$ cat config.mk
export PLATFORM = sky130hd
export DESIGN_NAME = wiscDecodeTop
export DESIGN_NICKNAME = d
export VERILOG_FILES = /design/src/wiscDecodePkg.sv /design/src/controlUnit.sv /design/src/branchControl.sv /design/src/registerFile.sv /design/src/decode.sv /design/src/stageRegister.sv /design/src/wiscDecodeTop.sv
export VERILOG_INCLUDE_DIRS = /design/src /design/src/src
export SDC_FILE = /design/constraint.sdc
export NUM_CORES = 1
export LEC_CHECK = 0
export ABC_AREA = 0
export BUFFER_PORTS_ARGS = -buffer_cell sky130_fd_sc_hd__buf_2
export CAP_MARGIN = 30
export CORE_ASPECT_RATIO = 1.5
export CORE_UTILIZATION = 50
export CTS_CLUSTER_SIZE = 16
export DETAILED_ROUTE_END_ITERATION = 12
export MAX_ROUTING_LAYER = met4
export PLACE_DENSITY = 0.7
export SYNTH_ARGS = -nofsm -noshare
export SYNTH_HDL_FRONTEND = slang
export SYNTH_SLANG_ARGS = --single-unit
export TNS_END_PERCENT = 30
$ cat constraint.sdc
create_clock -name clk -period 5.8 [get_ports clk]
set_clock_uncertainty 0.15 [all_clocks]
set_input_delay 1.16 -clock clk [delete_from_list [all_inputs] [get_ports clk]]
set_output_delay 1.16 -clock clk [all_outputs]
set_load 0.05 [all_outputs]
$ cat src/wiscDecode_settings.svh
`ifndef WISC_DECODE_SETTINGS_SVH
`define WISC_DECODE_SETTINGS_SVH

//////////////////////////////////////////////////////////////////////
// Datapath sizing
//////////////////////////////////////////////////////////////////////

// Datapath and address width
`define WISC_DATA_W 16

// Architectural register count
`define WISC_REG_COUNT 16

// Register ID width, enough for WISC_REG_COUNT entries
`define WISC_REG_ID_W 4

`endif

$ cat src/wiscDecodePkg.sv
`include "wiscDecode_settings.svh"

package wiscDecodePkg;

  typedef logic [`WISC_DATA_W-1:0]   data_t;   // Datapath word / PC
  typedef logic [`WISC_REG_ID_W-1:0] regId_t;  // Register ID

  //////////////////////////////////////////////////////////////////////
  // Encodings
  //////////////////////////////////////////////////////////////////////

  // Opcode field instr[15:12]
  typedef enum logic [3:0] {
    opAdd    = 4'h0,
    opSub    = 4'h1,
    opXor    = 4'h2,
    opRed    = 4'h3,
    opSll    = 4'h4,
    opSra    = 4'h5,
    opRor    = 4'h6,
    opPaddsb = 4'h7,
    opLw     = 4'h8,
    opSw     = 4'h9,
    opLlb    = 4'hA,
    opLhb    = 4'hB,
    opB      = 4'hC,
    opBr     = 4'hD,
    opPcs    = 4'hE,
    opHlt    = 4'hF
  } opcode_e;

  // Branch condition field instr[11:9]
  typedef enum logic [2:0] {
    condNe = 3'b000,  // Z=0
    condEq = 3'b001,  // Z=1
    condGt = 3'b010,  // Z=0 and N=0
    condLt = 3'b011,  // N=1
    condGe = 3'b100,  // Z=1 or N=0
    condLe = 3'b101,  // Z=1 or N=1
    condOv = 3'b110,  // V=1
    condUn = 3'b111   // Unconditional
  } cond_e;

  //////////////////////////////////////////////////////////////////////
  // Bundles
  //////////////////////////////////////////////////////////////////////

  typedef struct packed {
    logic zf;
    logic vf;
    logic nf;
  } flags_t;

  // IF/ID register contents
  typedef struct packed {
    data_t pcCurr;           // PC of this instruction
    data_t instr;            // Instruction word
    data_t pcNext;           // Sequential next PC
    logic  predictedTaken;   // BHT prediction
    data_t predictedTarget;  // BTB prediction
  } fetchBundle_t;

  // Control unit outputs
  typedef struct packed {
    logic    branch;
    opcode_e aluOp;
    logic    aluSrc;     // Immediate operand
    logic    regSrc;     // LLB/LHB read rd
    logic    zEn;
    logic    nvEn;
    logic    memEnable;
    logic    memWrite;
    logic    regWrite;
    logic    memToReg;
    logic    hlt;
    logic    pcs;
  } ctrlSignals_t;

  // Execute stage bundle, 63 bits
  typedef struct packed {
    regId_t  srcReg1;
    regId_t  srcReg2;
    data_t   aluIn1;
    data_t   aluImm;
    data_t   aluIn2;
    opcode_e aluOp;
    logic    aluSrc;
    logic    zEn;
    logic    nvEn;
  } exCtrl_t;

  // Memory stage bundle, 18 bits
  typedef struct packed {
    data_t memWriteData;
    logic  memEnable;
    logic  memWrite;
  } memCtrl_t;

  // Write-back stage bundle, 8 bits
  typedef struct packed {
    regId_t rd;
    logic   regWrite;
    logic   memToReg;
    logic   hlt;
    logic   pcs;
  } wbCtrl_t;

  // Register file write port from MEM/WB
  typedef struct packed {
    logic   we;
    regId_t rd;
    data_t  data;
  } regWrite_t;

  // Branch resolution toward fetch and predictor
  typedef struct packed {
    logic  isBranch;
    logic  isBr;          // Register target form
    logic  taken;
    logic  wenBht;
    logic  wenBtb;
    data_t branchTarget;  // Computed target
    data_t actualTarget;  // Target or fall-through
    logic  updatePc;      // Redirect fetch
  } branchResult_t;

endpackage

$ cat src/controlUnit.sv
module controlUnit (
  input  wiscDecodePkg::opcode_e      opcode,
  output wiscDecodePkg::ctrlSignals_t ctrl
);

  //////////////////////////////////////////////////////////////////////
  // Opcode decoder
  //////////////////////////////////////////////////////////////////////

  always_comb begin
    ctrl       = '0;        // All inactive unless decoded below
    ctrl.aluOp = opcode;    // ALU op follows opcode by default

    case (opcode)
      wiscDecodePkg::opAdd,
      wiscDecodePkg::opSub: begin
        ctrl.zEn      = 1'b1;
        ctrl.nvEn     = 1'b1;   // Arithmetic sets N and V
        ctrl.regWrite = 1'b1;
      end

      wiscDecodePkg::opXor: begin
        ctrl.zEn      = 1'b1;
        ctrl.regWrite = 1'b1;
      end

      wiscDecodePkg::opRed,
      wiscDecodePkg::opPaddsb: begin
        ctrl.regWrite = 1'b1;   // No flag update
      end

      // Shifts and rotate take the 4-bit immediate
      wiscDecodePkg::opSll,
      wiscDecodePkg::opSra,
      wiscDecodePkg::opRor: begin
        ctrl.aluSrc   = 1'b1;
        ctrl.zEn      = 1'b1;
        ctrl.regWrite = 1'b1;
      end

      wiscDecodePkg::opLw: begin
        ctrl.aluOp     = wiscDecodePkg::opAdd;  // Address = base + offset
        ctrl.aluSrc    = 1'b1;
        ctrl.memEnable = 1'b1;
        ctrl.regWrite  = 1'b1;
        ctrl.memToReg  = 1'b1;
      end

      wiscDecodePkg::opSw: begin
        ctrl.aluOp     = wiscDecodePkg::opAdd;
        ctrl.aluSrc    = 1'b1;
        ctrl.memEnable = 1'b1;
        ctrl.memWrite  = 1'b1;
      end

      // Byte loads read rd back as the merge source
      wiscDecodePkg::opLlb,
      wiscDecodePkg::opLhb: begin
        ctrl.aluSrc   = 1'b1;
        ctrl.regSrc   = 1'b1;
        ctrl.regWrite = 1'b1;
      end

      wiscDecodePkg::opB,
      wiscDecodePkg::opBr: begin
        ctrl.branch = 1'b1;
      end

      wiscDecodePkg::opPcs: begin
        ctrl.regWrite = 1'b1;   // rd gets PC + 2
        ctrl.pcs      = 1'b1;
      end

      wiscDecodePkg::opHlt: begin
        ctrl.hlt = 1'b1;
      end

      default: begin
        ctrl = '0;
      end
    endcase
  end

endmodule

$ cat src/branchControl.sv
module branchControl (
  input  wiscDecodePkg::cond_e         cond,             // instr[11:9]
  input  logic [8:0]                   offset,           // instr[8:0], word offset
  input  wiscDecodePkg::flags_t        flags,
  input  wiscDecodePkg::data_t         rsData,           // BR target source
  input  logic                         branch,           // B or BR
  input  logic                         isBr,             // instr[12]
  input  wiscDecodePkg::data_t         pcNext,
  input  logic                         predictedTaken,
  input  wiscDecodePkg::data_t         predictedTarget,
  output wiscDecodePkg::branchResult_t result
);

  logic                 condMet;     // Condition holds on current flags
  wiscDecodePkg::data_t offsetExt;   // Byte offset, sign extended
  wiscDecodePkg::data_t target;
  logic                 taken;

  //////////////////////////////////////////////////////////////////////
  // Condition evaluation
  //////////////////////////////////////////////////////////////////////

  always_comb begin
    case (cond)
      wiscDecodePkg::condNe: condMet = ~flags.zf;
      wiscDecodePkg::condEq: condMet = flags.zf;
      wiscDecodePkg::condGt: condMet = ~flags.zf & ~flags.nf;
      wiscDecodePkg::condLt: condMet = flags.nf;
      wiscDecodePkg::condGe: condMet = flags.zf | ~flags.nf;
      wiscDecodePkg::condLe: condMet = flags.zf | flags.nf;
      wiscDecodePkg::condOv: condMet = flags.vf;
      wiscDecodePkg::condUn: condMet = 1'b1;
      default:               condMet = 1'b0;
    endcase
  end

  //////////////////////////////////////////////////////////////////////
  // Target selection
  //////////////////////////////////////////////////////////////////////

  // Offset counts halfwords so shift left by one
  assign offsetExt = {{($bits(wiscDecodePkg::data_t) - 10){offset[8]}}, offset, 1'b0};

  assign target = isBr ? rsData : (pcNext + offsetExt);  // Register or PC-relative

  assign taken = branch & condMet;

  always_comb begin
    result              = '0;
    result.isBranch     = branch;
    result.isBr         = isBr;
    result.taken        = taken;
    result.branchTarget = target;
    result.actualTarget = taken ? target : pcNext;  // Fall through when not taken
    result.wenBht       = branch;                   // Train BHT on every branch
    // BTB learns on a taken branch it missed or mistargeted
    result.wenBtb       = taken & (~predictedTaken | (predictedTarget != target));
    result.updatePc     = 1'b0;                     // Filled in by decode
  end

endmodule

$ cat src/registerFile.sv
`include "wiscDecode_settings.svh"

module registerFile (
  input  logic                        clk,
  input  logic                        arstN,
  input  logic [`WISC_REG_ID_W-1:0]   rdAddr1,
  input  logic [`WISC_REG_ID_W-1:0]   rdAddr2,
  input  wiscDecodePkg::regWrite_t    wbWrite,   // From MEM/WB
  output logic [`WISC_DATA_W-1:0]     rdData1,
  output logic [`WISC_DATA_W-1:0]     rdData2
);

  logic [`WISC_DATA_W-1:0] regs [`WISC_REG_COUNT];

  //////////////////////////////////////////////////////////////////////
  // Write port
  //////////////////////////////////////////////////////////////////////

  always_ff @(posedge clk or negedge arstN) begin
    if (!arstN) begin
      for (int i = 0; i < `WISC_REG_COUNT; i++) begin
        regs[i] <= '0;
      end
    end else if (wbWrite.we && (wbWrite.rd != '0)) begin  // R0 never written
      regs[wbWrite.rd] <= wbWrite.data;
    end
  end

  //////////////////////////////////////////////////////////////////////
  // Read ports
  //////////////////////////////////////////////////////////////////////

  // R0 reads zero, in-flight write bypasses the array
  function automatic logic [`WISC_DATA_W-1:0] readReg(input logic [`WISC_REG_ID_W-1:0] addr);
    if (addr == '0)
      return '0;
    else if (wbWrite.we && (wbWrite.rd == addr))
      return wbWrite.data;
    else
      return regs[addr];
  endfunction

  assign rdData1 = readReg(rdAddr1);
  assign rdData2 = readReg(rdAddr2);

endmodule

$ cat src/decode.sv
module decode (
  input  logic                          clk,
  input  logic                          arstN,
  input  wiscDecodePkg::fetchBundle_t   fetch,      // IF/ID contents
  input  wiscDecodePkg::flags_t         flags,
  input  wiscDecodePkg::regWrite_t      wbWrite,    // Register file write from MEM/WB
  output wiscDecodePkg::exCtrl_t        exNext,
  output wiscDecodePkg::memCtrl_t       memNext,
  output wiscDecodePkg::wbCtrl_t        wbNext,
  output wiscDecodePkg::branchResult_t  branchOut
);

  wiscDecodePkg::opcode_e        opcode;
  wiscDecodePkg::ctrlSignals_t   ctrl;
  wiscDecodePkg::branchResult_t  bcResult;     // Before updatePc
  logic                          isNop;
  wiscDecodePkg::regId_t         rd;
  wiscDecodePkg::regId_t         rs;
  wiscDecodePkg::regId_t         rt;
  wiscDecodePkg::regId_t         srcReg1;
  wiscDecodePkg::regId_t         srcReg2;
  wiscDecodePkg::data_t          srcData1;
  wiscDecodePkg::data_t          srcData2;
  wiscDecodePkg::data_t          aluImm;

  //////////////////////////////////////////////////////////////////////
  // Field extraction
  //////////////////////////////////////////////////////////////////////

  assign opcode = wiscDecodePkg::opcode_e'(fetch.instr[15:12]);
  assign isNop  = (fetch.instr == '0);  // Whole word zero

  assign rd = fetch.instr[11:8];
  assign rs = fetch.instr[7:4];
  assign rt = fetch.instr[3:0];

  controlUnit uControl (
    .opcode (opcode),
    .ctrl   (ctrl)
  );

  // LLB/LHB merge into rd, SW stores rd
  assign srcReg1 = ctrl.regSrc   ? rd : rs;
  assign srcReg2 = ctrl.memWrite ? rd : rt;

  registerFile uRegFile (
    .clk     (clk),
    .arstN   (arstN),
    .rdAddr1 (srcReg1),
    .rdAddr2 (srcReg2),
    .wbWrite (wbWrite),
    .rdData1 (srcData1),
    .rdData2 (srcData2)
  );

  // 8-bit byte immediate, signed memory offset, else unsigned shift amount
  assign aluImm = ctrl.regSrc    ? {8'h00, fetch.instr[7:0]} :
                  ctrl.memEnable ? {{12{fetch.instr[3]}}, fetch.instr[3:0]} :
                                   {12'h000, fetch.instr[3:0]};

  //////////////////////////////////////////////////////////////////////
  // Branch resolution
  //////////////////////////////////////////////////////////////////////

  branchControl uBranch (
    .cond            (wiscDecodePkg::cond_e'(fetch.instr[11:9])),
    .offset          (fetch.instr[8:0]),
    .flags           (flags),
    .rsData          (srcData1),          // rs read, regSrc low on branches
    .branch          (ctrl.branch),
    .isBr            (fetch.instr[12]),
    .pcNext          (fetch.pcNext),
    .predictedTaken  (fetch.predictedTaken),
    .predictedTarget (fetch.predictedTarget),
    .result          (bcResult)
  );

  always_comb begin
    branchOut          = bcResult;
    // Redirect when the fetched path is not the resolved one
    branchOut.updatePc = ctrl.branch & (fetch.pcCurr != bcResult.actualTarget);
  end

  //////////////////////////////////////////////////////////////////////
  // Stage bundles
  //////////////////////////////////////////////////////////////////////

  always_comb begin
    exNext  = '0;
    memNext = '0;
    wbNext  = '0;
    if (!isNop) begin
      exNext.srcReg1       = srcReg1;
      exNext.srcReg2       = srcReg2;
      exNext.aluIn1        = srcData1;
      exNext.aluImm        = aluImm;
      exNext.aluIn2        = srcData2;   // EX picks imm via aluSrc
      exNext.aluOp         = ctrl.aluOp;
      exNext.aluSrc        = ctrl.aluSrc;
      exNext.zEn           = ctrl.zEn;
      exNext.nvEn          = ctrl.nvEn;
      memNext.memWriteData = srcData2;   // SW data from rd
      memNext.memEnable    = ctrl.memEnable;
      memNext.memWrite     = ctrl.memWrite;
      wbNext.rd            = rd;
      wbNext.regWrite      = ctrl.regWrite;
      wbNext.memToReg      = ctrl.memToReg;
      wbNext.hlt           = ctrl.hlt;
      wbNext.pcs           = ctrl.pcs;
    end
  end

endmodule

$ cat src/stageRegister.sv
module stageRegister #(
  parameter type payload_t = logic [7:0]  // Stage bundle type
) (
  input  logic     clk,
  input  logic     arstN,
  input  logic     stall,   // Hold current contents
  input  logic     flush,   // Insert bubble, wins over stall
  input  payload_t d,
  output payload_t q
);

  //////////////////////////////////////////////////////////////////////
  // Pipeline register
  //////////////////////////////////////////////////////////////////////

  always_ff @(posedge clk or negedge arstN) begin
    if (!arstN) begin
      q <= '0;
    end else if (flush) begin
      q <= '0;              // All-zero bundle is a bubble
    end else if (!stall) begin
      q <= d;
    end
  end

endmodule

$ cat src/wiscDecodeTop.sv
module wiscDecodeTop (
  input  logic                          clk,
  input  logic                          arstN,
  input  wiscDecodePkg::fetchBundle_t   fetch,      // Held by IF under stall
  input  wiscDecodePkg::flags_t         flags,
  input  wiscDecodePkg::regWrite_t      wbWrite,
  input  logic                          stall,
  input  logic                          flush,
  output wiscDecodePkg::exCtrl_t        exOut,      // ID/EX registered
  output wiscDecodePkg::memCtrl_t       memOut,
  output wiscDecodePkg::wbCtrl_t        wbOut,
  output wiscDecodePkg::branchResult_t  branchOut   // Same cycle as fetch
);

  wiscDecodePkg::exCtrl_t  exNext;
  wiscDecodePkg::memCtrl_t memNext;
  wiscDecodePkg::wbCtrl_t  wbNext;

  //////////////////////////////////////////////////////////////////////
  // Decode
  //////////////////////////////////////////////////////////////////////

  decode uDecode (
    .clk       (clk),
    .arstN     (arstN),
    .fetch     (fetch),
    .flags     (flags),
    .wbWrite   (wbWrite),
    .exNext    (exNext),
    .memNext   (memNext),
    .wbNext    (wbNext),
    .branchOut (branchOut)
  );

  //////////////////////////////////////////////////////////////////////
  // ID/EX registers
  //////////////////////////////////////////////////////////////////////

  stageRegister #(.payload_t(wiscDecodePkg::exCtrl_t)) uExReg (
    .clk   (clk),
    .arstN (arstN),
    .stall (stall),
    .flush (flush),
    .d     (exNext),
    .q     (exOut)
  );

  stageRegister #(.payload_t(wiscDecodePkg::memCtrl_t)) uMemReg (
    .clk   (clk),
    .arstN (arstN),
    .stall (stall),
    .flush (flush),
    .d     (memNext),
    .q     (memOut)
  );

  stageRegister #(.payload_t(wiscDecodePkg::wbCtrl_t)) uWbReg (
    .clk   (clk),
    .arstN (arstN),
    .stall (stall),
    .flush (flush),
    .d     (wbNext),
    .q     (wbOut)
  );

endmodule

==> Yosys cells after proc, flatten, opt, wreduce, memory -nomap -nowiden <==
Cells that the tools add are included.
{ "word_totals": {"reg_bits": 345, "inputBits": 93, "out_inout_bits": 127, "elab_cells": 136} }
{ "classes": {"n_addsub": 1, "magnitude_cmp": 4, "n_eq_ne": 27, "mux": 41, "n_bitwise": 13, "reduce_logical": 17} }
{ "op_table": {"columns": ["op", "count"], "rows": [
  ["bitwise mux 256 bit", 1],
  ["2-to-1 mux 16 bit", 13],
  ["2-to-1 mux 63 bit", 3],
  ["binary-select mux 16 bit (select 4 bit)", 2],
  ["demux 16 bit (select 4 bit)", 1],
  ["2-to-1 mux 18 bit", 3],
  ["== test 4 bit (second input constant)", 8],
  ["inequality test 16 bit", 2],
  ["2-to-1 mux 8 bit", 3],
  ["adder 16 bit", 1],
  ["== test 4 x 3 -> 1 bit (second input constant)", 4],
  ["logical NOT 16 bit", 1],
  ["greater-or-equal comparator 5 bit (second input constant)", 3],
  ["inverter 4 -> 5 bit", 3],
  ["== test 3 bit (second input constant)", 4],
  ["logical NOT 4 bit", 3],
  ["2-to-1 mux 4 bit", 3],
  ["OR reduction 12 bit", 1],
  ["2-to-1 mux 1 bit", 11],
  ["== test 4 x 2 -> 1 bit (second input constant)", 2],
  ["== test 4 bit", 2],
  ["one-hot mux 1 bit (8 select lines)", 1],
  ["OR reduction 2 bit", 4],
  ["OR reduction 7 bit", 1],
  ["other kinds (12)", 23]
]} }

==> Logic depth before layout (Yosys ltp) <==
Gate-level depths: netlist of run 1.
{ "logic_depth": {"depth_word": 14, "mapped_depth": 16, "depth_no_buf": 14} }

==> Hierarchy <==
Synthesis of run 1 repeated with hierarchy kept, for this count alone.
{ "unflattened": {"hier_cells": 1686, "area_unflattened_um2": 20430.8} }
{ "by_module_without_submodules": {"columns": ["module", "n_inst", "cells_each", "area_each_um2", "seq_area_each_um2"], "rows": [
  ["registerFile", 1, 1048, 13997.2, 6406.1],
  ["stageRegister at uExReg", 1, 203, 2602.5, 1576.5],
  ["branchControl", 1, 196, 1481.4, 0.0],
  ["decode", 1, 134, 1133.6, 0.0],
  ["stageRegister at uMemReg", 1, 58, 739.5, 450.4],
  ["stageRegister at uWbReg", 1, 26, 325.3, 200.2],
  ["controlUnit", 1, 21, 151.4, 0.0]
]} }

==> Worst setup path after synthesis of run 1 <==
No wires, ideal clock.
{ "synth_path": {"path_type": "input to output", "from": "in fetch[19] in the netlist's numbering", "to": "out branchOut[0] in the netlist's numbering", "arrival_ps": 4866, "required_ps": 4490, "slack_ps": -376, "path_stages": 12, "path_buffers": 0, "cell_sequence": "ha_1 a211o_1 a21oi_1 o21ai_0 o31a_1 o41ai_1 o21bai_1 a21oi_1 xor2_1 mux2i_1 xnor2_1 a31oi_1"} }
{ "synth_rtl": {"columns": ["element", "line_no", "text"], "rows": [
  ["start: declaration", "wiscDecodeTop.sv:4", "input wiscDecodePkg::fetchBundle_t fetch,"],
  ["end: declaration", "wiscDecodeTop.sv:12", "output wiscDecodePkg::branchResult_t branchOut"]
]} }

==> results.md, run 1 <==
* Max-cap violations at 0
* Endpoints failing hold at 0
* FMAX at 171.0 MHz
* Leakage power at 10.85 nW
* DRT iter0 DRCs at 2238
* Total gr overflow at 0
* IO Pins at 220
* Root Driver: clkbuf_16
* Combinational share of power at 0.311
* Fin. max-slew vios at 0
* Simple-gate share of the synthesized area at 0.1687
* Htree depth at 1
* Final total power at 0.007562 W
* Synth Area in Compound Gates at 0.1220
* Register-to-register setup slack at 2940 ps
* Final core utilization at 0.6090
* Clock latency at the later pin of the worst-skew pair at 600 ps
* Mux share of post-synthesis cell area at 0.2069
* Worst Setup EP: branchOut[0]
* Area of the multi-input gates at 10890 µm²
* DRT Pass-1 Iters at 6
* Largest family of logic cells by synthesized area: multiplexers
* GRT Overall Usage at 0.3832
* Clock power share at 0.292
* Detailed-route via count at 18520
* Power density cells at 321.3 nW/µm²
* Placed cells at 2787
* Clock sinks at 322
* Worst VDD drop at 261.7 µV
* GPL Wtd Cong at 1.045
* Total wire length at 74.64 mm
* CTS max path bufs at 3
* Initial antenna violation count at 0
* Ys flop type: dfrtp_1
* Reg-to-reg endpoint: uExReg.q[49]$_DFFE_PN0P_
* Detail Placement HPWL at 51.13 mm
* Worst hold slack at 245.0 ps
* Netlist cell types at 74
* FF/Latch Area at 8058 µm²
* Worst-path cell chain: buf_6 > nand3b_4 > buf_12 > mux2_4 > nand3_1 > buf_4 > o22ai_1 > nor4_2 > buf_4 > mux2i_1 > nand4_1 > a221oi_2 > nand4_1 > a211oi_2 > a31oi_1 > buf_4
* Area grow syn2layout at 19.72%
* Vias in the first global route at 18210
* Area of the core at 38650 µm²
* Post-synthesis instance total at 2097
* Slew margin rel. at 0.3415
* CP max-delay cell: mux2_4
* Share of power burned in registers at 0.397
* Flops & latches, synth at 322
* Layout cell share with drive strength beyond 1 at 0.3260
* Synthesized area at 19660 µm²
* Yosys Warn Count at 0
* Worst hold path class: reg -> reg
* CP arrival at 4540 ps
* Net switching power at 0.002651 W
* CTS tree: done
* Cell count along the critical path at 16
* Port buffer count at 219
* RR Startpoint: uDecode.uRegFile.regs[202]$_DFFE_PN0P_
* Post-DR wirelength/cell at 26.17 µm
* RSZ-0062 raised after global routing: true
* Post-synth EDFFs at 0
* Most frequent CP cell: buf_4
* Startpoint Class: input pin
* DRC Markers at 0
* Die X at 163.9 µm
* Sw Share at 0.3505
* Violated checks: setup timing
* Synth async-reset ratio at 1.000
* Row count at 88
* Top delay family on crit path: simple AND/OR/NAND/NOR gates
* Sequential share of the synthesized area at 0.4099
* Filler Cells Inserted at 3205
* Post-route ant nets at 0
* Crit path time final at 5849 ps
* Max incr delay on CP at 350 ps
* Required @ worst endpoint at 4490 ps
* Final non-filler cell total at 2852
* CP Class: in -> out
* Largest net degree at the start of global routing at 139
* CTS Buf Count at 31
* Syn nets at 2205
* Clock-pin slew on the worst setup and hold paths at 60 ps
* Critical Path Start: fetch[47]
* Via/cell ratio at 6.494
* Run status: complete, but fails checks
* Maximum fanout along the worst path at 8
* Syn avg cell area at 9.375 µm²
* Pre-CTS setup slack at -371.5 ps
* # setup viols final at 1
* CP bufs+invs at 5
* Post-Synth Adder-Cell Area at 0.01044
* Xor-xnor portion of the synthesized cell area at 0.02788
* Die Height at 244.9 µm
* Die area at 40130 µm²
* Initial cell density of the core at 0.5087
* PnR worst setup slack at -48.61 ps
* Worst Setup End Kind: output port
* Pint at 0.004911 W
* Global-route wire length before repair at 111.3 mm
* Nets@finish at 2440
* Worst R2R Path Depth at 10
* Worst Max-Slew Pin Slew at 977.4 ps
* Tcrit/Tclk final at 1.008
## power groups by stage
stage / Sequential, W / Combinational (W) / Clock [W]
floorplan: 0.00304 / 0.00139 / 0
global placement: 0.00300 / 0.00221 / 0
detailed placement: 0.00302 / 0.00225 / 0
CTS: 0.00298 / 0.00229 / 0.00222
global route: 0.00305 / 0.00250 / 0.00231
finish: 0.00300 / 0.00235 / 0.00221
## cells in the final DEF (no fill, tap or decap), types with 9 or more instances in the layout
master,synthesis,layout
nand2_1,405,405
dfrtp_1,322,322
mux2_2,229,228
buf_2,9,214
buf_4,33,173
nand3_1,156,150
mux2i_1,122,114
o21ai_0,106,104
o22ai_1,55,54
nor2_1,57,49
a21oi_1,52,48
a311oi_1,33,32
clkbuf_16,0,31
xor2_1,31,30
xnor2_1,29,28
a31oi_1,27,27
inv_1,20,20
and3_1,20,20
a22o_1,15,15
buf_12,1,14
nor4_1,16,13
nand4_1,13,13
nor3_1,14,13
ha_1,14,13
nor2b_1,14,11
and2_1,9,9
## through the flow
step | instance area (µm²) | TNS [ps]
after floorplan | 19660 | -1478
after CTS | 23380 | 0
after global placement | 22070 | -649.7
after global routing | 23530 | -215.1
after detailed placement | 22070 | -637.2
final | 23540 | -48.61
## layout make-up
cell class                      instances  share of cell area
Tap cell                              495             0.02631
Clock inverter                         18             0.01037
Clock buffer                           39             0.03636
Antenna cell                            1           0.0001063
Sequential cell                       322              0.3424
Multi-Input combinational cell       1545              0.4628
Inverter                               23            0.003668
Timing Repair Buffer                  409              0.1181
## per-layer routing
metal / up-vias / global-route usage / routed length, µm
met5: - / - / 0
met4: 0 / 0.3012 / 6922
met3: 390 / 0.07080 / 6430
met2: 1128 / 0.5917 / 34430
met1: 9052 / 0.4357 / 26860
li1: 7951 / - / -
## kinds of logic after synthesis
logic type	after synthesis
XOR/XNOR	61
multiplexers	364
buffers and inverters	230
AND/OR/NAND/NOR	739
flip-flops	322
AO/OA/AOI/OAI	365
adder cells (fa/ha/maj)	16
## sequential cells by signal, indices dropped and copies added (netlist names)
| register | flops |
|---|---|
| uWbReg.q | 8 |
| uMemReg.q | 3 |
| uDecode.uRegFile.regs | 256 |
| uExReg.q | 55 |
## cells in the mapped netlist, types with 29 or more instances
library cell | n | area [µm²]
a21oi_1 | 52 | 260.3
a311oi_1 | 33 | 289.0
buf_4 | 33 | 247.7
clkbuf_1 | 138 | 518.0
dfrtp_1 | 322 | 8058
mux2_2 | 229 | 2579
mux2i_1 | 122 | 1221
nand2_1 | 405 | 1520
nand3_1 | 156 | 780.8
nor2_1 | 57 | 214.0
o21ai_0 | 106 | 530.5
o22ai_1 | 55 | 344.1
xnor2_1 | 29 | 254.0
xor2_1 | 31 | 271.5
## worst min path at each step
stage,startpoint,end,slack [ps],cells past startpoint
after floorplan,uDecode.uRegFile.regs[255]$_DFFE_PN0P_,uDecode.uRegFile.regs[255]$_DFFE_PN0P_,290,1
after global placement,uDecode.uRegFile.regs[255]$_DFFE_PN0P_,uDecode.uRegFile.regs[255]$_DFFE_PN0P_,240,0
after detailed placement,uDecode.uRegFile.regs[255]$_DFFE_PN0P_,uDecode.uRegFile.regs[255]$_DFFE_PN0P_,230,0
after CTS,uDecode.uRegFile.regs[255]$_DFFE_PN0P_,uDecode.uRegFile.regs[255]$_DFFE_PN0P_,250,0
after global routing,uDecode.uRegFile.regs[249]$_DFFE_PN0P_,uDecode.uRegFile.regs[249]$_DFFE_PN0P_,260,0
final,uDecode.uRegFile.regs[255]$_DFFE_PN0P_,uDecode.uRegFile.regs[255]$_DFFE_PN0P_,240,0
## repair_timing
action	4_1_cts	5_1_grt
setup endpoints to repair	4	4
cloned	1	0
hold buffers	0	0
pin swaps	9	15
buffers inserted	3	4
gates resized for setup	28	24
No activity file was read; power rests on OpenSTA's default activity.
==> inputs of run 2 (changes only) <==
Settings changed: PLACE_DENSITY 0.7 to 0.73.
Clock period 5.8 ns to 4.8 ns, I/O delays scaled along.
==> run 2 against run 1 <==
  * The flow still finishes with violations (setup timing)
  * Power increased by 24%
  * Routed wire length increased by 3.1%
  * Worst hold slack improved by 5.9 ps
  * First-iteration DRC count decreased by 1.8%
  * Non-clock buffer count increased by 157
  * Clock-buffer cell count decreased by 6
  * Worst setup slack got worse by 640 ps
==> results.md, run 2 (same netlist as run 1, synthesis figures left out) <==
* Layout cell share with drive strength beyond 1 at 0.3904 (+0.06439)
* Port buffer count at 219 (unchanged)
* Htree depth at 1 (unchanged)
* Total wire length at 76.97 mm (+3.1%)
* Final non-filler cell total at 3012 (+5.6%)
* Endpoints failing hold at 0 (unchanged)
* Share of power burned in registers at 0.389 (-0.008)
* # setup viols final at 23 (+22)
* Clock sinks at 322 (unchanged)
* Max reg flops at 256 (unchanged)
* Clock power share at 0.274 (-0.018)
* Run status: complete, but fails checks
* Initial antenna violation count at 5 (+5)
* Worst hold slack at 250.9 ps (+5.888 ps)
* Die X at 163.9 µm (unchanged)
* CP Class: in -> out
* Reg with most FFs: uDecode.uRegFile.regs
* Slew margin rel. at 0.3808 (+0.03927)
* Pint at 0.006040 W (+23%)
* Violated checks: setup timing
* Area of the multi-input gates at 11300 µm² (+3.7%)
* Total gr overflow at 0 (unchanged)
* DRC Markers at 0 (unchanged)
* Commonest cells after routing, fill and taps aside: 401 x nand2_1, 322 x dfrtp_1, 305 x buf_4
* DRT Pass-1 Iters at 8 (+2)
* IO Pins at 220 (unchanged)
* Fin. max-slew vios at 0 (unchanged)
* GRT Overall Usage at 0.3907 (+0.007546)
* Detailed-route via count at 19540 (+5.5%)
* Detail Placement HPWL at 51.25 mm (+0.24%)
* Clock latency at the later pin of the worst-skew pair at 620 ps (+20 ps)
* Post-DR wirelength/cell at 25.56 µm (-2.4%)
* Combinational share of power at 0.337 (+0.026)
* Final Instance Area at 25410 µm² (+8.0%)
* Maximum fanout along the worst path at 16 (+8)
* Worst Setup End Kind: output port
* Placed cells at 2913 (+4.5%)
* CP arrival at 4380 ps (-160 ps)
* Required @ worst endpoint at 3690 ps (-800 ps)
* PnR worst setup slack at -690.3 ps (-641.7 ps)
* Most frequent CP cell: buf_6
* Worst Max-Slew Pin Slew at 928.8 ps (-48.58 ps)
* Die area at 40130 µm² (unchanged)
* Max incr delay on CP at 390 ps (+40 ps)
* Leakage power at 11.83 nW (+9.0%)
* RSZ-0062 raised after global routing: true
* Tcrit/Tclk final at 1.144
* Worst-path cell chain: buf_6 > nand3b_4 > mux2i_4 > buf_6 > buf_6 > buf_8 > buf_4 > clkbuf_16 > mux2i_1 > o22ai_1 > nor4_4 > a21oi_2 > a22o_4 > xor2_1 > a2111oi_2 > buf_4 > a31oi_4 > buf_6
* Power density cells at 369.2 nW/µm² (+15%)
* Worst hold path class: in -> async
* FMAX at 182.1 MHz
* CTS tree: done
* Via/cell ratio at 6.487 (-0.11%)
* Hold Buf Count CTS at 0 (unchanged)
* Root Driver: clkbuf_16
* CP max-delay cell: a2111oi_2
* DP Area at 23220 µm² (+5.2%)
* Vias in the first global route at 19150 (+5.2%)
* Initial cell density of the core at 0.5087 (unchanged)
* Area grow syn2layout at 29.24%
* Global-route wire length before repair at 114.0 mm (+2.5%)
* CTS max path bufs at 3 (unchanged)
* Largest net degree at the start of global routing at 104 (-25%)
* Critical Path Start: fetch[47]
* Row count at 88 (unchanged)
* FF/Latch Area at 8058 µm² (unchanged)
* Filler Cells Inserted at 2893 (-9.7%)
* Worst VDD drop at 331.5 µV (+27%)
* Clock-pin slew on the worst setup and hold paths at 60 ps (about the same)
* Sw Share at 0.3561 (+0.005575)
* Die Height at 244.9 µm (unchanged)
* Area of the core at 38650 µm² (unchanged)
* Crit path time final at 5490 ps
* GPL Wtd Cong at 1.018 (-2.6%)
* CTS Buf Count at 30 (-3.2%)
* Max-cap violations at 0 (unchanged)
* Post-route ant nets at 0 (unchanged)
* Largest regs: uDecode.uRegFile.regs (256), uExReg.q (55), uWbReg.q (8)
* Nets@finish at 2597 (+6.4%)
* Net switching power at 0.003341 W (+26%)
* Most common cell after layout, fill and taps aside: nand2_1
* Startpoint Class: input pin
* DRT iter0 DRCs at 2198 (-1.8%)
* RR Startpoint: uDecode.uRegFile.regs[202]$_DFFE_PN0P_
-- run 2: cell types whose count changed in the layout (fill, tap and decap cells not counted), moves of 7 or more --
cell      delta
buf_4      +132
buf_8        +7
buf_6       +37
clkinv_2     +7
mux2i_1      -8
o21ai_0     -12
buf_2       -25
-- run 2: what timing repair did --
item | in CTS | in global routing
cloned | 2 | 1
resized for setup | 115 | 78
endpoints found under the setup margin | 31 | 29
buffers inserted | 21 | 18
pin swaps | 31 | 22
-- run 2: path summary, 6_finish.rpt --
check                                                         endpoint  slack (ps)  depth (start not counted)
worst max-delay path                                      branchOut[0]        -690                         18
worst min-delay path            uDecode.uRegFile.regs[195]$_DFFE_PN0P_         250                          1
worst max register to register                uExReg.q[49]$_DFFE_PN0P_        2360                          8
worst min register to register  uDecode.uRegFile.regs[244]$_DFFE_PN0P_         250                          0
max in group asynchronous       uDecode.uRegFile.regs[218]$_DFFE_PN0P_        3240                          2
min in group clk                uDecode.uRegFile.regs[244]$_DFFE_PN0P_         250                          0
-- run 2: area by class of cell --
class | count | share of cell area
diodes | 4 | 0.0003939
clock buffers | 33 | 0.03117
clock inverters | 23 | 0.009947
inverters | 23 | 0.003398
multi-input cells | 1546 | 0.4446
flip-flops and latches | 322 | 0.3171
well taps | 495 | 0.02437
repair buffers | 566 | 0.1690
-- run 2: critical path: cells and delay by family --
kind,cells,cell delay (ps)
buffers and inverters,8,1140
AO/OA/AOI/OAI,5,1080
multiplexers,2,540
AND/OR/NAND/NOR,2,500
XOR/XNOR,1,150
-- run 2: per-layer routing --
layer	vias up	GRT usage	routed length, µm
li1	8271	-	-
met1	9483	0.4438	26850
met2	1363	0.6087	35790
met3	421	0.08314	7846
met4	0	0.2791	6489
met5	-	-	0
-- run 2: per-stage QoR --
step	utilization	total power (W)	setup WS (ps)	TNS [ps]
2_1_floorplan	-	0.005401	-313.8	-1399
3_3_place_gp	0.6009	0.006409	-892.8	-7041
3_5_place_dp	0.6009	0.006512	-853.4	-7907
4_1_cts	0.6458	0.009190	-513.3	-2481
5_1_grt	0.6574	0.009727	-744.9	-5238
6_report	0.6575	0.009381	-690.3	-3874
-- run 2: power groups by stage --
stage	Clock, W	Combinational, W	Sequential, W
floorplan	0	0.00173	0.00367
global placement	0	0.00279	0.00362
detailed placement	0	0.00285	0.00366
CTS	0.00259	0.00299	0.00361
global route	0.00269	0.00335	0.00369
finish	0.00257	0.00316	0.00364
==> inputs of run 3 (changes only) <==
Settings changed: CORE_UTILIZATION 50 to 45, PLACE_DENSITY 0.73 to 0.66.
==> run 3 against run 2 <==
  * Area after synthesis did not move
  * The run now fails in detailed routing
  * Synthesized cell count did not move
  * Global-route usage fell by 4.5 points
==> results.md, run 3 <==
* CTS max path bufs at 3 (unchanged)
* Fail Step: detailed routing
* Log Error: [ERROR DRT-0255] Maze Route cannot find path of net branchOut[5] in worker of routeBox ( 144900 0 ) ( 172665 48300 ).
* GPL Wtd Cong at 1.050 (+3.1%)
* Flops & latches, synth at 322 (unchanged)
* Run status: did not finish
* Post-GRT worst EP: branchOut[0]
* Synth cell count leaders: 405 x nand2_1, 322 x dfrtp_1, 229 x mux2_2, 156 x nand3_1, 138 x clkbuf_1
* Row count at 93 (+5.7%)
* Sequential share of the synthesized area at 0.4099 (unchanged)
* Htree depth at 1 (unchanged)
* Port buffer count at 219 (unchanged)
* IO Pins at 220 (unchanged)
* Yosys top cell area share at 0.4099 (unchanged)
* Initial antenna violation count at 4 (-1)
* Die Height at 258.0 µm (+5.4%)
* Top post-synthesis cells by area: dfrtp_1 41%, mux2_2 13%, nand2_1 7.7%, mux2i_1 6.2%, nand3_1 4.0%
* Ys flop type: dfrtp_1
* DP Area at 23420 µm² (+0.82%)
* Placed cells at 2994 (+2.8%)
* Synth area leader: dfrtp_1
* CTS Buf Count at 31 (+3.3%)
* Root Driver: clkbuf_16
* Synth async-reset ratio at 1.000 (unchanged)
* Vias in the first global route at 18740 (-2.2%)
* Clock sinks at 322 (unchanged)
* Detail Placement HPWL at 54.39 mm (+6.1%)
* Post-synth EDFFs at 0 (unchanged)
* Hold Buf Count CTS at 0 (unchanged)
* Die X at 172.7 µm (+5.3%)
* Worst EP kind: top-level output
* Total gr overflow at 0 (unchanged)
* Largest net degree at the start of global routing at 105 (+0.96%)
* Syn avg cell area at 9.375 µm² (unchanged)
* Global-route wire length before repair at 114.1 mm (about the same)
* Syn nets at 2205 (unchanged)
* Netlist cell types at 74 (unchanged)
* Synthesized area at 19660 µm² (unchanged)
* Post-synthesis instance total at 2097 (unchanged)
* GRT Overall Usage at 0.3456 (-0.04509)
* Yosys Warn Count at 0 (unchanged)
* Pre-CTS setup slack at -966.9 ps (-113.4 ps)
* Initial cell density of the core at 0.4566 (-0.05207)
* Top-count cell post-synth: nand2_1
==> run 3: cell counts after synthesis <==
No cell type changed its count.
==> run 3: layer usage <==
metal,track usage
met5,-
met2,0.5702
met4,0.2488
met3,0.04373
met1,0.3876
==> run 3: repair_timing <==
item	4_1_cts	5_1_grt
setup endpoints to repair	31	22
setup buffers	21	11
resized for setup	135	41
cloned	1	0
pin swaps	42	9
==> run 3: per-stage QoR <==
step           hold WS (ps)  TNS [ps]
3_3_place_gp          236.4     -8144
2_1_floorplan         294.9     -1399
4_1_cts               255.5     -1372
3_5_place_dp          240.5     -8408
5_1_grt               259.0     -2957
==> run 3: logic make-up after synthesis <==
group,synth area share
multiplexers,0.2069
AO/OA/AOI/OAI,0.1220
XOR/XNOR,0.02787
buffers and inverters,0.05429
flip-flops,0.4099
AND/OR/NAND/NOR,0.1687
adder cells (fa/ha/maj),0.01044
==> inputs of run 4 (changes only) <==
Settings changed: CORE_ASPECT_RATIO 1.5 to default, CORE_UTILIZATION 45 to 30, CTS_CLUSTER_SIZE 16 to default, MAX_ROUTING_LAYER met4 to default, PLACE_DENSITY 0.66 to default, PLACE_DENSITY_LB_ADDON from default to 0.15.
Clock period 4.8 ns to 6.2 ns, I/O delays scaled along.
==> run 4 against run 3 <==
  * The flow now finishes, with violations (setup timing)
  * Global-route usage down 11 points
==> results.md, run 4 (same netlist as run 1, synthesis figures left out) <==
* Worst hold path class: reg -> reg
* Layout cell share with drive strength beyond 1 at 0.3176
* DRT iter0 DRCs at 1511
* IO Pins at 220 (unchanged)
* CTS Buf Count at 38 (+23%)
* Worst VDD drop at 159.7 µV
* Post-DR wirelength/cell at 25.20 µm
* Pre-CTS setup slack at -370.8 ps (+596.1 ps)
* RSZ-0062 raised after global routing: true
* Worst-path cell chain: buf_8 > nand3b_4 > mux2i_4 > buf_12 > buf_6 > mux2i_1 > o22ai_1 > nor4_2 > buf_4 > nor3_1 > a31oi_1 > nand4_1 > o31ai_4 > buf_4 > nand4_1 > o31a_1 > buf_4
* Nets@finish at 2435
* Power density cells at 299.2 nW/µm²
* Clock-pin slew on the worst setup and hold paths at 60 ps
* Area grow syn2layout at 22.06%
* Critical Path Start: fetch[47]
* Total wire length at 80.95 mm
* Row count at 93 (unchanged)
* Vias in the first global route at 17550 (-6.3%)
* Largest net degree at the start of global routing at 158 (+50%)
* Worst R2R Path Depth at 7
* Root Driver: clkbuf_16
* Cell count along the critical path at 17
* CP arrival at 4830 ps
* Reg-to-reg endpoint: uExReg.q[49]$_DFFE_PN0P_
* Leakage power at 10.87 nW
* Global-route wire length before repair at 119.9 mm (+5.1%)
* Htree depth at 2 (+1)
* GPL Wtd Cong at 0.9386 (-11%)
* Reg with most FFs: uDecode.uRegFile.regs
* Die X at 258.0 µm (+49%)
* Max-cap violations at 0
* CP bufs+invs at 6
* Most common cell after layout, fill and taps aside: nand2_1
* Most frequent CP cell: buf_4
* Detailed-route via count at 17720
* Endpoints failing hold at 0
* PnR worst setup slack at -16.51 ps
* Fin. max-slew vios at 0
* Initial cell density of the core at 0.3044 (-0.1522)
* Commonest cells after routing, fill and taps aside: 405 x nand2_1, 322 x dfrtp_1, 229 x mux2_2
* Violated checks: setup timing
* Area of the core at 64580 µm²
* Required @ worst endpoint at 4810 ps
* CP Class: in -> out
* Clock latency at the later pin of the worst-skew pair at 570 ps
* GRT Overall Usage at 0.2397 (-0.1060)
* Run status: complete, but fails checks
* Max reg flops at 256
* Top delay family on crit path: compound AO/OA/AOI/OAI gates
* Total gr overflow at 0 (unchanged)
* Die Height at 258.0 µm (unchanged)
* Setup TNS Final at -16.51 ps
* Crit path time final at 6217 ps
* Startpoint Class: input pin
* Die area at 66560 µm²
* Maximum fanout along the worst path at 8
* Via/cell ratio at 5.515
* Slew margin rel. at 0.3024
* Tcrit/Tclk final at 1.003
* Initial antenna violation count at 3 (-1)
* Final core utilization at 0.3716
* Worst Setup End Kind: output port
* FMAX at 160.9 MHz
* Final non-filler cell total at 3212
* Placed cells at 3131 (+4.6%)
* CP max-delay cell: nor4_2
* CTS tree: done
* CTS max path bufs at 3 (unchanged)
* Post-route ant nets at 0
* Register-to-register setup slack at 3770 ps
* Largest regs: uDecode.uRegFile.regs (256), uExReg.q (55), uWbReg.q (8)
* Clock sinks at 322 (unchanged)
* DRC Markers at 0
* Detail Placement HPWL at 55.35 mm (+1.8%)
* Max incr delay on CP at 420 ps
* # setup viols final at 1
* DRT Pass-1 Iters at 7
* RR Startpoint: uDecode.uRegFile.regs[234]$_DFFE_PN0P_
* Worst Setup EP: branchOut[33]
* Port buffer count at 219 (unchanged)
* Worst Max-Slew Pin Slew at 1046 ps
## run 4: report_power, final
group	switching (W)	leakage (nW)	internal, W	total [W]
registers	0.000318	4.07	0.00249	0.00281
clock network	0.000932	0.597	0.00126	0.00220
logic	0.00127	6.20	0.000906	0.00217
## run 4: how the worst min path moves through the flow
stage / startpoint / to / depth (start not counted)
floorplan: uDecode.uRegFile.regs[255]$_DFFE_PN0P_ / uDecode.uRegFile.regs[255]$_DFFE_PN0P_ / 1
global placement: uDecode.uRegFile.regs[241]$_DFFE_PN0P_ / uDecode.uRegFile.regs[241]$_DFFE_PN0P_ / 0
detailed placement: uDecode.uRegFile.regs[254]$_DFFE_PN0P_ / uDecode.uRegFile.regs[254]$_DFFE_PN0P_ / 0
CTS: uDecode.uRegFile.regs[254]$_DFFE_PN0P_ / uDecode.uRegFile.regs[254]$_DFFE_PN0P_ / 0
global route: uDecode.uRegFile.regs[241]$_DFFE_PN0P_ / uDecode.uRegFile.regs[241]$_DFFE_PN0P_ / 0
finish: uDecode.uRegFile.regs[254]$_DFFE_PN0P_ / uDecode.uRegFile.regs[254]$_DFFE_PN0P_ / 0
## run 4: routing by layer
layer / global-route usage / vias up / routed length [µm] / part of all wire
li1: - / 7963 / - / -
met1: 0.3139 / 8896 / 34920 / 0.43
met2: 0.4000 / 692 / 38230 / 0.47
met3: 0.03543 / 162 / 4837 / 0.060
met4: 0.08711 / 2 / 2946 / 0.036
met5: 0 / - / 13 / 0.00016
## run 4: per-stage QoR
stage          hold slack, ps  total power (W)  cell area (µm²)
2_1_floorplan           294.9         0.004143            19660
3_3_place_gp            235.4         0.004924            22470
3_5_place_dp            239.3         0.004959            22500
4_1_cts                 253.2         0.007188            23780
5_1_grt                 262.6         0.007526            23990
6_report                254.8         0.007179            24000
## run 4: area by class of cell
class | count | area (µm²)
antenna | 2 | 5.005
timing repair buffer | 396 | 2741
tap | 855 | 1070
clock inverter | 10 | 57.56
inverter | 23 | 86.33
clock buffer | 58 | 1137
sequential | 322 | 8058
multi-input combinational | 1546 | 10840
fill | 6580 | 40580
## run 4: repair_timing
item,in CTS,in global routing
hold endpoints to repair,0,0
setup buffers,2,8
pin swaps,4,17
gates cloned,0,1
resized for setup,14,34
endpoints found under the setup margin,2,2
hold buffers,0,0
